<file path="config.mk">
export PLATFORM = sky130hd
export DESIGN_NAME = mc_link_to_sdr_north
export DESIGN_NICKNAME = d
export VERILOG_FILES = /design/src/common/mc_link_pkg.sv /design/src/design/mc_link_to_sdr_north.sv /design/src/design/mc_tile_regs.sv /design/src/sdr_link/sdr_link.sv /design/src/sdr_link/sdr_link_down.sv /design/src/sdr_link/sdr_link_up.sv
export SDC_FILE = /design/constraint.sdc
export NUM_CORES = 1
export LEC_CHECK = 0
export ABC_AREA = 1
export BUFFER_PORTS_ARGS = -buffer_cell sky130_fd_sc_hd__buf_2
export CAP_MARGIN = 20
export CORE_ASPECT_RATIO = 0.6
export CORE_MARGIN = 2
export CORE_UTILIZATION = 55
export CTS_CLUSTER_SIZE = 24
export DETAILED_ROUTE_END_ITERATION = 8
export PLACE_DENSITY = 0.87
export SLEW_MARGIN = 20
export SYNTH_ARGS = -nofsm -noshare
export SYNTH_HDL_FRONTEND = slang
export SYNTH_SLANG_ARGS = --single-unit
</file>
<file path="constraint.sdc">
create_clock -name core_clk_i -period 15.5 [get_ports core_clk_i]
set_clock_uncertainty 0.05 [all_clocks]
set_input_delay 1.55 -clock core_clk_i [delete_from_list [all_inputs] [get_ports core_clk_i]]
set_output_delay 1.55 -clock core_clk_i [all_outputs]
set_load 0.01 [all_outputs]
</file>
<file path="src/common/mc_link_pkg.sv">
package mc_link_pkg;

  // Tile coordinates
  localparam int X_CORD_W = 4;
  localparam int Y_CORD_W = 3;

  // Forward packet fields
  localparam int ADDR_W   = 16;
  localparam int DATA_W   = 32;
  localparam int OPCODE_W = 2;

  // Return packet type field
  localparam int RTYPE_W = 2;

  // Forward: addr, data, opcode, src and dst coordinates
  localparam int FWD_W = ADDR_W + DATA_W + OPCODE_W
                       + 2 * (X_CORD_W + Y_CORD_W);

  // Reverse: data, type, dst coordinates
  localparam int REV_W = DATA_W + RTYPE_W + X_CORD_W + Y_CORD_W;

  // Receive FIFO sizing, also the sender's initial credit
  localparam int LG_FIFO_DEPTH = 3;
  localparam int FIFO_DEPTH    = 1 << LG_FIFO_DEPTH;
  localparam int FIFO_PTR_W    = LG_FIFO_DEPTH + 1; // Extra wrap bit

  // One token is worth this many credits
  localparam int LG_DECIM          = 1;
  localparam int CREDITS_PER_TOKEN = 1 << LG_DECIM;

  // Counter must hold the full depth
  localparam int CREDIT_W = $clog2(FIFO_DEPTH + 1);

  localparam int SYNC_STAGES = 2;

endpackage

</file>
<file path="src/design/mc_link_to_sdr_north.sv">
`timescale 1ns/1ps

module mc_link_to_sdr_north
  import mc_link_pkg::*;
  (input  logic                core_clk_i
  ,input  logic                arst_n_i

  ,input  logic                core_reset_i
  ,output logic [1:0]          core_reset_o
  ,input  logic [X_CORD_W-1:0] core_global_x_i
  ,input  logic [Y_CORD_W-1:0] core_global_y_i
  ,output logic [X_CORD_W-1:0] core_global_x_o
  ,output logic [Y_CORD_W-1:0] core_global_y_o

  ,input  logic                async_uplink_reset_i
  ,input  logic                async_downlink_reset_i
  ,input  logic                async_downstream_reset_i
  ,input  logic                async_token_reset_i
  ,output logic                async_uplink_reset_o
  ,output logic                async_downlink_reset_o
  ,output logic                async_downstream_reset_o
  ,output logic                async_token_reset_o

  ,input  logic                async_fwd_link_i_disable_i
  ,input  logic                async_fwd_link_o_disable_i
  ,input  logic                async_rev_link_i_disable_i
  ,input  logic                async_rev_link_o_disable_i

  ,input  logic                core_fwd_v_i
  ,input  logic [FWD_W-1:0]    core_fwd_data_i
  ,output logic                core_fwd_ready_o
  ,output logic                core_fwd_v_o
  ,output logic [FWD_W-1:0]    core_fwd_data_o
  ,input  logic                core_fwd_ready_i

  ,input  logic                core_rev_v_i
  ,input  logic [REV_W-1:0]    core_rev_data_i
  ,output logic                core_rev_ready_o
  ,output logic                core_rev_v_o
  ,output logic [REV_W-1:0]    core_rev_data_o
  ,input  logic                core_rev_ready_i

  ,output logic                io_fwd_link_v_o
  ,output logic [FWD_W-1:0]    io_fwd_link_data_o
  ,input  logic                io_fwd_link_token_i
  ,input  logic                io_fwd_link_v_i
  ,input  logic [FWD_W-1:0]    io_fwd_link_data_i
  ,output logic                io_fwd_link_token_o

  ,output logic                io_rev_link_v_o
  ,output logic [REV_W-1:0]    io_rev_link_data_o
  ,input  logic                io_rev_link_token_i
  ,input  logic                io_rev_link_v_i
  ,input  logic [REV_W-1:0]    io_rev_link_data_i
  ,output logic                io_rev_link_token_o
  );

  logic uplink_reset_sync;
  logic downstream_reset_sync;
  logic up_reset;
  logic down_reset;

  // Resets leave the tile untouched for the next one in the chain
  assign async_uplink_reset_o     = async_uplink_reset_i;
  assign async_downlink_reset_o   = async_downlink_reset_i;
  assign async_downstream_reset_o = async_downstream_reset_i;
  assign async_token_reset_o      = async_token_reset_i;

  assign up_reset   = uplink_reset_sync | async_token_reset_i;
  assign down_reset = downstream_reset_sync | async_downlink_reset_i;

  mc_tile_regs u_tile_regs
    (.core_clk_i               (core_clk_i)
    ,.arst_n_i                 (arst_n_i)
    ,.core_reset_i             (core_reset_i)
    ,.core_global_x_i          (core_global_x_i)
    ,.core_global_y_i          (core_global_y_i)
    ,.async_uplink_reset_i     (async_uplink_reset_i)
    ,.async_downstream_reset_i (async_downstream_reset_i)
    ,.core_reset_o             (core_reset_o)
    ,.core_global_x_o          (core_global_x_o)
    ,.core_global_y_o          (core_global_y_o)
    ,.uplink_reset_sync_o      (uplink_reset_sync)
    ,.downstream_reset_sync_o  (downstream_reset_sync)
    );

  sdr_link #(.width_p(FWD_W)) u_fwd_sdr
    (.core_clk_i    (core_clk_i)
    ,.arst_n_i      (arst_n_i)
    ,.up_reset_i    (up_reset)
    ,.down_reset_i  (down_reset)
    ,.out_disable_i (async_fwd_link_o_disable_i)
    ,.in_disable_i  (async_fwd_link_i_disable_i)
    ,.core_v_i      (core_fwd_v_i)
    ,.core_data_i   (core_fwd_data_i)
    ,.core_ready_o  (core_fwd_ready_o)
    ,.core_v_o      (core_fwd_v_o)
    ,.core_data_o   (core_fwd_data_o)
    ,.core_ready_i  (core_fwd_ready_i)
    ,.link_v_o      (io_fwd_link_v_o)
    ,.link_data_o   (io_fwd_link_data_o)
    ,.link_token_i  (io_fwd_link_token_i)
    ,.link_v_i      (io_fwd_link_v_i)
    ,.link_data_i   (io_fwd_link_data_i)
    ,.link_token_o  (io_fwd_link_token_o)
    );

  sdr_link #(.width_p(REV_W)) u_rev_sdr
    (.core_clk_i    (core_clk_i)
    ,.arst_n_i      (arst_n_i)
    ,.up_reset_i    (up_reset)
    ,.down_reset_i  (down_reset)
    ,.out_disable_i (async_rev_link_o_disable_i)
    ,.in_disable_i  (async_rev_link_i_disable_i)
    ,.core_v_i      (core_rev_v_i)
    ,.core_data_i   (core_rev_data_i)
    ,.core_ready_o  (core_rev_ready_o)
    ,.core_v_o      (core_rev_v_o)
    ,.core_data_o   (core_rev_data_o)
    ,.core_ready_i  (core_rev_ready_i)
    ,.link_v_o      (io_rev_link_v_o)
    ,.link_data_o   (io_rev_link_data_o)
    ,.link_token_i  (io_rev_link_token_i)
    ,.link_v_i      (io_rev_link_v_i)
    ,.link_data_i   (io_rev_link_data_i)
    ,.link_token_o  (io_rev_link_token_o)
    );

endmodule

</file>
<file path="src/design/mc_tile_regs.sv">
`timescale 1ns/1ps

module mc_tile_regs
  import mc_link_pkg::*;
  (input  logic                core_clk_i
  ,input  logic                arst_n_i
  ,input  logic                core_reset_i
  ,input  logic [X_CORD_W-1:0] core_global_x_i
  ,input  logic [Y_CORD_W-1:0] core_global_y_i
  ,input  logic                async_uplink_reset_i
  ,input  logic                async_downstream_reset_i
  ,output logic [1:0]          core_reset_o
  ,output logic [X_CORD_W-1:0] core_global_x_o
  ,output logic [Y_CORD_W-1:0] core_global_y_o
  ,output logic                uplink_reset_sync_o
  ,output logic                downstream_reset_sync_o
  );

  logic                core_reset_r;
  logic [X_CORD_W-1:0] global_x_r;
  logic [Y_CORD_W-1:0] global_y_r;
  // Bit 0 uplink, bit 1 downstream
  logic [SYNC_STAGES-1:0][1:0] sync_r;

  // Reset and coordinates cross the whole die, so retime them per tile
  always_ff @(posedge core_clk_i or negedge arst_n_i) begin
    if (!arst_n_i) begin
      core_reset_r <= 1'b1; // Held in reset until first sample
      global_x_r   <= '0;
      global_y_r   <= '0;
    end else begin
      core_reset_r <= core_reset_i;
      global_x_r   <= core_global_x_i;
      global_y_r   <= core_global_y_i;
    end
  end

  always_ff @(posedge core_clk_i or negedge arst_n_i) begin
    if (!arst_n_i) begin
      sync_r <= '0;
    end else begin
      sync_r <= {sync_r[SYNC_STAGES-2:0], {async_downstream_reset_i, async_uplink_reset_i}};
    end
  end

  assign core_reset_o            = {2{core_reset_r}};
  assign core_global_x_o         = global_x_r;
  assign core_global_y_o         = global_y_r;
  assign uplink_reset_sync_o     = sync_r[SYNC_STAGES-1][0];
  assign downstream_reset_sync_o = sync_r[SYNC_STAGES-1][1];

endmodule

</file>
<file path="src/sdr_link/sdr_link.sv">
`timescale 1ns/1ps

module sdr_link
  #(parameter int width_p = 32)
  (input  logic               core_clk_i
  ,input  logic               arst_n_i
  ,input  logic               up_reset_i
  ,input  logic               down_reset_i
  ,input  logic               out_disable_i
  ,input  logic               in_disable_i

  ,input  logic               core_v_i
  ,input  logic [width_p-1:0] core_data_i
  ,output logic               core_ready_o
  ,output logic               core_v_o
  ,output logic [width_p-1:0] core_data_o
  ,input  logic               core_ready_i

  ,output logic               link_v_o
  ,output logic [width_p-1:0] link_data_o
  ,input  logic               link_token_i
  ,input  logic               link_v_i
  ,input  logic [width_p-1:0] link_data_i
  ,output logic               link_token_o
  );

  logic tx_reset;
  logic rx_reset;

  // A disabled half-link simply sits in reset
  assign tx_reset = up_reset_i | out_disable_i;
  assign rx_reset = down_reset_i | in_disable_i;

  sdr_link_up #(.width_p(width_p)) u_up
    (.core_clk_i   (core_clk_i)
    ,.arst_n_i     (arst_n_i)
    ,.reset_i      (tx_reset)
    ,.core_v_i     (core_v_i)
    ,.core_data_i  (core_data_i)
    ,.core_ready_o (core_ready_o)
    ,.link_v_o     (link_v_o)
    ,.link_data_o  (link_data_o)
    ,.link_token_i (link_token_i)
    );

  sdr_link_down #(.width_p(width_p)) u_down
    (.core_clk_i   (core_clk_i)
    ,.arst_n_i     (arst_n_i)
    ,.reset_i      (rx_reset)
    ,.link_v_i     (link_v_i)
    ,.link_data_i  (link_data_i)
    ,.link_token_o (link_token_o)
    ,.core_v_o     (core_v_o)
    ,.core_data_o  (core_data_o)
    ,.core_ready_i (core_ready_i)
    );

  // Far sender must stay quiet while this receiver is held
  a_no_rx_in_reset : assert property (
    @(posedge core_clk_i) disable iff (!arst_n_i)
    rx_reset |-> !link_v_i
  );

endmodule

</file>
<file path="src/sdr_link/sdr_link_down.sv">
`timescale 1ns/1ps

module sdr_link_down
  import mc_link_pkg::*;
  #(parameter int width_p = 32)
  (input  logic               core_clk_i
  ,input  logic               arst_n_i
  ,input  logic               reset_i

  ,input  logic               link_v_i
  ,input  logic [width_p-1:0] link_data_i
  ,output logic               link_token_o

  ,output logic               core_v_o
  ,output logic [width_p-1:0] core_data_o
  ,input  logic               core_ready_i
  );

  logic [width_p-1:0]    mem_r [FIFO_DEPTH];
  logic [FIFO_PTR_W-1:0] wptr_r;
  logic [FIFO_PTR_W-1:0] rptr_r;
  logic [LG_DECIM-1:0]   deq_cnt_r;
  logic                  token_r;
  logic                  empty;
  logic                  full;
  logic                  wr_en;
  logic                  yumi;
  logic                  token_due;

  assign empty = (wptr_r == rptr_r);
  // Same slot, opposite wrap bit
  assign full  = (wptr_r[LG_FIFO_DEPTH] != rptr_r[LG_FIFO_DEPTH])
              && (wptr_r[LG_FIFO_DEPTH-1:0] == rptr_r[LG_FIFO_DEPTH-1:0]);

  assign wr_en = link_v_i & ~reset_i;

  assign core_v_o    = ~empty & ~reset_i;
  assign core_data_o = mem_r[rptr_r[LG_FIFO_DEPTH-1:0]];
  assign yumi        = core_v_o & core_ready_i;

  // Last dequeue of a token's worth
  assign token_due = yumi && (deq_cnt_r == LG_DECIM'(CREDITS_PER_TOKEN - 1));

  always_ff @(posedge core_clk_i) begin
    if (wr_en) begin
      mem_r[wptr_r[LG_FIFO_DEPTH-1:0]] <= link_data_i;
    end
  end

  always_ff @(posedge core_clk_i or negedge arst_n_i) begin
    if (!arst_n_i) begin
      wptr_r <= '0;
      rptr_r <= '0;
    end else if (reset_i) begin
      wptr_r <= '0; // Flush
      rptr_r <= '0;
    end else begin
      if (wr_en) begin
        wptr_r <= wptr_r + 1'b1;
      end
      if (yumi) begin
        rptr_r <= rptr_r + 1'b1;
      end
    end
  end

  always_ff @(posedge core_clk_i or negedge arst_n_i) begin
    if (!arst_n_i) begin
      deq_cnt_r <= '0;
      token_r   <= 1'b0;
    end else if (reset_i) begin
      deq_cnt_r <= '0;
      token_r   <= 1'b0;
    end else begin
      if (yumi) begin
        deq_cnt_r <= deq_cnt_r + 1'b1; // Wraps at CREDITS_PER_TOKEN
      end
      token_r <= token_due;
    end
  end

  assign link_token_o = token_r;

  // Sender's credit accounting keeps this FIFO from overflowing
  a_no_write_full : assert property (
    @(posedge core_clk_i) disable iff (!arst_n_i)
    wr_en |-> !full
  );

endmodule

</file>
<file path="src/sdr_link/sdr_link_up.sv">
`timescale 1ns/1ps

module sdr_link_up
  import mc_link_pkg::*;
  #(parameter int width_p = 32)
  (input  logic               core_clk_i
  ,input  logic               arst_n_i
  ,input  logic               reset_i

  ,input  logic               core_v_i
  ,input  logic [width_p-1:0] core_data_i
  ,output logic               core_ready_o

  ,output logic               link_v_o
  ,output logic [width_p-1:0] link_data_o
  ,input  logic               link_token_i
  );

  logic [CREDIT_W-1:0] credit_r;
  logic [CREDIT_W-1:0] credit_add;
  logic                init_r;
  logic                link_v_r;
  logic [width_p-1:0]  link_data_r;
  logic                send;

  assign core_ready_o = (credit_r != '0) & ~reset_i;
  assign send         = core_v_i & core_ready_o;
  assign credit_add   = link_token_i ? CREDIT_W'(CREDITS_PER_TOKEN) : '0;

  // Credit count mirrors free slots in the far FIFO
  always_ff @(posedge core_clk_i or negedge arst_n_i) begin
    if (!arst_n_i) begin
      init_r   <= 1'b1;
      credit_r <= '0; // Keeps ready low through reset
    end else begin
      init_r <= 1'b0;
      if (init_r | reset_i) begin
        credit_r <= CREDIT_W'(FIFO_DEPTH);
      end else begin
        credit_r <= credit_r - CREDIT_W'(send) + credit_add;
      end
    end
  end

  always_ff @(posedge core_clk_i or negedge arst_n_i) begin
    if (!arst_n_i) begin
      link_v_r <= 1'b0;
    end else begin
      link_v_r <= send;
    end
  end

  always_ff @(posedge core_clk_i) begin
    if (send) begin
      link_data_r <= core_data_i; // One word in flight
    end
  end

  assign link_v_o    = link_v_r;
  assign link_data_o = link_data_r;

  // Tokens coming back must never add up to more than the far FIFO holds
  a_credit_max : assert property (
    @(posedge core_clk_i) disable iff (!arst_n_i)
    credit_r <= CREDIT_W'(FIFO_DEPTH)
  );

endmodule

</file>
==> report_table.html <==
<table>
<tr><th>Metric</th><th>Value</th></tr>
<tr><th colspan="2">Status</th></tr>
<tr><td>Result of the run</td><td>finished, final reports clean</td></tr>
<tr><th colspan="2">Clocking</th></tr>
<tr><td>Number of buffers inserted during clock tree synthesis</td><td>87</td></tr>
<tr><td>Clk Latency, worst-skew pair</td><td>640 ps</td></tr>
<tr><td>Total setup buffers inserted after CTS</td><td>0</td></tr>
<tr><td>Clock slew seen by the registers of the worst setup and hold paths</td><td>70 ps</td></tr>
<tr><td># clock sinks</td><td>988</td></tr>
<tr><td>Number of gates given a new drive strength after cts</td><td>0</td></tr>
<tr><td>CTS root buffer</td><td>sky130_fd_sc_hd__clkbuf_16</td></tr>
<tr><td>Total number of H-tree levels</td><td>3</td></tr>
<tr><td>Number of hold-repair buffers added at the cts stage</td><td>0</td></tr>
<tr><td>Longest Clk Path Bufs</td><td>3</td></tr>
<tr><td>Clock tree from TritonCTS</td><td>done</td></tr>
<tr><th colspan="2">Run</th></tr>
<tr><td>Max capacitance violation total</td><td>0</td></tr>
<tr><th colspan="2">Critical path</th></tr>
<tr><td>Top Family by Delay on Critical Path</td><td>buffers and inverters</td></tr>
<tr><td>Biggest cell delay along the critical path</td><td>960 ps</td></tr>
<tr><td>Standard cell with the maximum stage delay on the critical path</td><td>sky130_fd_sc_hd__buf_4</td></tr>
<tr><td>Worst setup path class</td><td>reg2out</td></tr>
<tr><td>Cell-by-cell trace of the critical path</td><td>inv_6, buf_4, o21ai_0, o22ai_1, nand2_1, nand2_1, buf_2</td></tr>
<tr><td>Crit path launch type</td><td>register</td></tr>
<tr><td>Arrival time reported for the critical path endpoint</td><td>4050 ps</td></tr>
<tr><td>Worst-path maximum fanout</td><td>147</td></tr>
<tr><td>Required time at the worst-slack endpoint</td><td>13900 ps</td></tr>
<tr><td>Type of element capturing the critical path</td><td>primary output</td></tr>
<tr><td>Cell repeated most along the worst path</td><td>sky130_fd_sc_hd__nand2_1</td></tr>
<tr><td>Worst path buffer plus inverter count</td><td>3</td></tr>
<tr><th colspan="2">STA</th></tr>
<tr><td>Relative max-transition margin</td><td>0.236</td></tr>
<tr><td>Number of max-slew violations in the final report</td><td>0</td></tr>
<tr><td>Worst setup slack after layout</td><td>9850 ps</td></tr>
<tr><td>Setup violation total in the final timing report</td><td>0</td></tr>
<tr><td>Fmax</td><td>177 MHz</td></tr>
<tr><td>Setup repair after global routing missed its margin</td><td>false</td></tr>
<tr><td>Final critical-path required period</td><td>5650 ps</td></tr>
<tr><td>Portion of the clock cycle consumed by the worst path in the final layout</td><td>0.365</td></tr>
<tr><td>Sum Neg Setup Slack</td><td>0 ps</td></tr>
<tr><td>Endpoints failing hold</td><td>0</td></tr>
<tr><td>Slew at the pin closest to its max-slew limit</td><td>1150 ps</td></tr>
<tr><th colspan="2">Global route</th></tr>
<tr><td>Overall fraction of global-route tracks in use</td><td>0.255</td></tr>
<tr><td>Maximum number of pins on one net before global-route repair</td><td>148</td></tr>
<tr><td>Global-route wire length before repair</td><td>137000 microns</td></tr>
<tr><td>Gr ovfl total</td><td>0</td></tr>
<tr><td>Number of antenna violations at the first check in global routing</td><td>12</td></tr>
<tr><td>Vias in the first global route</td><td>23.7k</td></tr>
<tr><th colspan="2">Logic synthesis</th></tr>
<tr><td>Async S/R FF share, synth</td><td>0.0435</td></tr>
<tr><td>Unique masters post-synth</td><td>34</td></tr>
<tr><td>Most frequent cell after synthesis</td><td>sky130_fd_sc_hd__edfxtp_1</td></tr>
<tr><td>Leading register cell type out of synthesis</td><td>sky130_fd_sc_hd__edfxtp_1</td></tr>
<tr><td>Top cells by instance count after synthesis</td><td>sky130_fd_sc_hd__edfxtp_1 (945), sky130_fd_sc_hd__nor2_1 (441), sky130_fd_sc_hd__nand2_1 (368), sky130_fd_sc_hd__o21ai_0 (367), sky130_fd_sc_hd__o22ai_1 (210)</td></tr>
<tr><td>Sequential fraction of the synthesis area</td><td>0.784</td></tr>
<tr><td>Cell area after synthesis</td><td>0.0376 sq mm</td></tr>
<tr><td>Syn Inst Count</td><td>2727</td></tr>
<tr><td>Post-synth net total</td><td>2977</td></tr>
<tr><td>Flip-flop and latch count after synthesis</td><td>988</td></tr>
<tr><td>Most area-hungry cell type in the Yosys netlist</td><td>sky130_fd_sc_hd__edfxtp_1</td></tr>
<tr><td>Post-synth EDFFs</td><td>945</td></tr>
<tr><td>Area share of the largest cell type after synthesis</td><td>0.755</td></tr>
<tr><td>Top area cells in the synthesized netlist</td><td>sky130_fd_sc_hd__edfxtp_1 (75%), sky130_fd_sc_hd__o21ai_0 (4.9%), sky130_fd_sc_hd__nor2_1 (4.4%)</td></tr>
<tr><td>Average instance area after synthesis</td><td>13.8 sq um</td></tr>
<tr><td>Count of synthesis-stage warnings from yosys</td><td>0</td></tr>
<tr><th colspan="2">Cells and area</th></tr>
<tr><td>Area used by multi-input combinational logic</td><td>0.00716 sq mm</td></tr>
<tr><td>Final nets</td><td>3394</td></tr>
<tr><td>Post-route cell area</td><td>0.0434 sq mm</td></tr>
<tr><td>Area of all sequential standard cells</td><td>0.0295 sq mm</td></tr>
<tr><td>Fraction of layout instances using a drive strength above 1</td><td>0.208</td></tr>
<tr><td>Growth of design area from synthesis to finish</td><td>15.4%</td></tr>
<tr><td>Filler Cell Count</td><td>4575</td></tr>
<tr><th colspan="2">Floorplanning</th></tr>
<tr><td>Starting density of the core</td><td>0.554</td></tr>
<tr><td>CORE AREA</td><td>0.0679 sq mm</td></tr>
<tr><td>Area enclosed by the die boundary</td><td>0.0705 sq mm</td></tr>
<tr><td>Die H</td><td>207 microns</td></tr>
<tr><td>Row count</td><td>74</td></tr>
<tr><td>Horizontal die dimension</td><td>342 microns</td></tr>
<tr><td>Number of top-level pins</td><td>467</td></tr>
<tr><th colspan="2">Route</th></tr>
<tr><td>Uppermost metal layer occupied by signal nets</td><td>met5</td></tr>
<tr><td>First DRT Iteration DRCs</td><td>2934</td></tr>
<tr><td>Met3 layer wire length in the routed design</td><td>8770 microns</td></tr>
<tr><td>Total wire length after detailed routing</td><td>93600 microns</td></tr>
<tr><td>Total number of vias</td><td>24.7k</td></tr>
<tr><td>Wire length on met1</td><td>35600 microns</td></tr>
<tr><td>Number of detailed-route iterations in the first pass</td><td>6</td></tr>
<tr><td>Average detailed-routed wire length per instance</td><td>22.6 microns</td></tr>
<tr><td>Vias per Instance</td><td>5.96</td></tr>
<tr><td>Post-route antenna net violation count</td><td>0</td></tr>
<tr><td>Number of remaining DRC errors</td><td>0</td></tr>
<tr><td>Met2 routed WL</td><td>46000 microns</td></tr>
<tr><th colspan="2">Power and ir drop</th></tr>
<tr><td>Leakage power summed over all cells</td><td>0.0157 uW</td></tr>
<tr><td>Pwr Density</td><td>120 mW/mm^2</td></tr>
<tr><td>Peak supply drop</td><td>105 uV</td></tr>
<tr><td>Int Power</td><td>4150 uW</td></tr>
<tr><td>Switching power of the nets</td><td>1050 uW</td></tr>
<tr><td>Combinational group share of total power</td><td>0.022</td></tr>
<tr><td>Share of total power consumed by net switching</td><td>0.202</td></tr>
<tr><td>Clock power frac</td><td>0.412</td></tr>
<tr><td>Sequential group share of total power</td><td>0.566</td></tr>
<tr><th colspan="2">Placed design</th></tr>
<tr><td>Port Buffer Count</td><td>466</td></tr>
<tr><td>Post-Place Cell Area</td><td>0.0405 sq mm</td></tr>
<tr><td>Final GP Congestion</td><td>0.812</td></tr>
<tr><td>Setup Slack @ Placement</td><td>10670 ps</td></tr>
<tr><td>Detailed-placement wirelength estimate</td><td>50800 microns</td></tr>
<tr><th colspan="2">Min path</th></tr>
<tr><td>Worst hold-check path type</td><td>reg2reg</td></tr>
</table>
[layout by cell type, fill, tap and decap left out, drive strengths merged]
| cell | instances |
|---|---|
| nand2 | 370 |
| nor2 | 441 |
| clkbuf | 111 |
| edfxtp | 945 |
| dfrtp | 41 |
| dfstp | 2 |
| and2 | 2 |
| inv | 55 |
| nor3 | 11 |
| o21ai | 428 |
| conb | 1 |
| fa | 2 |
| clkinvlp | 5 |
| or2 | 2 |
| xor2 | 4 |
| nand3b | 2 |
| a31oi | 2 |
| bufinv | 6 |
| diode | 9 |
| nor4 | 1 |
| a21oi | 8 |
| o22ai | 210 |
| ha | 12 |
| clkinv | 34 |
| nand4 | 10 |
| nand3 | 14 |
| buf | 499 |
[worst reg2reg max path, stage by stage, from the launching register on]
cell	delay [ps]
sky130_fd_sc_hd__dfrtp_4	710
sky130_fd_sc_hd__inv_6	810
sky130_fd_sc_hd__buf_4	1010
sky130_fd_sc_hd__nand2_1	170
sky130_fd_sc_hd__nand2_1	110
sky130_fd_sc_hd__nor2_1	70
sky130_fd_sc_hd__nand2_2	150
sky130_fd_sc_hd__nand3_2	130
sky130_fd_sc_hd__nand2_1	100
sky130_fd_sc_hd__nand2_1	90
sky130_fd_sc_hd__inv_1	90
[sequential cells by signal, summed over array words and instances (netlist names), 2 cells and up]
signal,count
u_tile_regs.core_global_y_o,3
u_fwd_sdr.u_down.rptr_r,4
u_fwd_sdr.u_up.link_data_o,64
u_fwd_sdr.u_up.credit_r,4
u_rev_sdr.u_down.mem_r,328
u_tile_regs.sync_r,2
u_rev_sdr.u_up.link_data_o,41
u_fwd_sdr.u_down.wptr_r,4
u_rev_sdr.u_down.wptr_r,4
u_rev_sdr.u_down.rptr_r,4
u_fwd_sdr.u_down.mem_r,512
u_rev_sdr.u_up.credit_r,4
u_tile_regs.core_global_x_o,4
[power groups by stage]
stage               Sequential [uW]  Combinational [uW]  Clock [uW]
floorplan                      3000                30.4           0
global placement               3000                 109           0
detailed placement             3000                 115           0
CTS                            2940                 116        2160
global route                   2940                 128        2270
finish                         2940                 116        2140
[worst paths after layout]
| check | start | slack (ps) | cells after the start | endpoint |
|---|---|---|---|---|
| hold / removal | u_tile_regs.sync_r[1] | 300 | 0 | u_tile_regs.downstream_reset_sync_o |
| max in group asynchronous | arst_n_i | 13710 | 2 | u_rev_sdr.u_down.rptr_r[0] |
| min in group asynchronous | arst_n_i | 1020 | 2 | u_tile_regs.core_global_x_o[1] |
| hold reg to reg | u_tile_regs.sync_r[1] | 300 | 0 | u_tile_regs.downstream_reset_sync_o |
| setup / recovery | u_fwd_sdr.u_down.rptr_r[0] | 9850 | 7 | core_fwd_data_o[21] |
| setup reg to reg | u_fwd_sdr.u_down.rptr_r[0] | 11950 | 10 | u_fwd_sdr.u_down.rptr_r[0] |
[area by class of cell]
type / instances / area share
flip-flops and latches: 988 / 0.680
multi-input cells: 1520 / 0.165
repair buffers: 499 / 0.0595
clock buffers: 111 / 0.0532
well taps: 912 / 0.0263
clock inverters: 52 / 0.0113
inverters: 48 / 0.00436
diodes: 9 / 0.000519
[cell families after synthesis]
group	Yosys count	synth area share
adders and majority gates	14	0.00506
xor gates and xnor gates	4	0.000932
buffers and inverters	219	0.0288
DFF	988	0.784
other	1	0.0000998
and+or+nand+nor	853	0.0882
AOI/OAI and AO/OA	648	0.0933
[per-layer routing]
| layer | up-vias | GRT usage |
|---|---|---|
| met4 | 6 | 0.103 |
| li1 | 10800 | - |
| met1 | 12000 | 0.340 |
| met5 | - | 0 |
| met3 | 234 | 0.0510 |
| met2 | 1578 | 0.418 |
[per-stage QoR]
| step | total power [uW] | cells | hold slack (ps) | util |
|---|---|---|---|---|
| 2_1_floorplan | 3030 | 2727 | 281 | - |
| 3_3_place_gp | 3110 | 3967 | 284 | 0.597 |
| 3_5_place_dp | 3110 | 3967 | 295 | 0.597 |
| 4_1_cts | 5220 | 4130 | 300 | 0.639 |
| 5_1_grt | 5330 | 4136 | 309 | 0.639 |
| 6_report | 5200 | 4139 | 297 | 0.639 |
(Power assumes the default switching activity.)
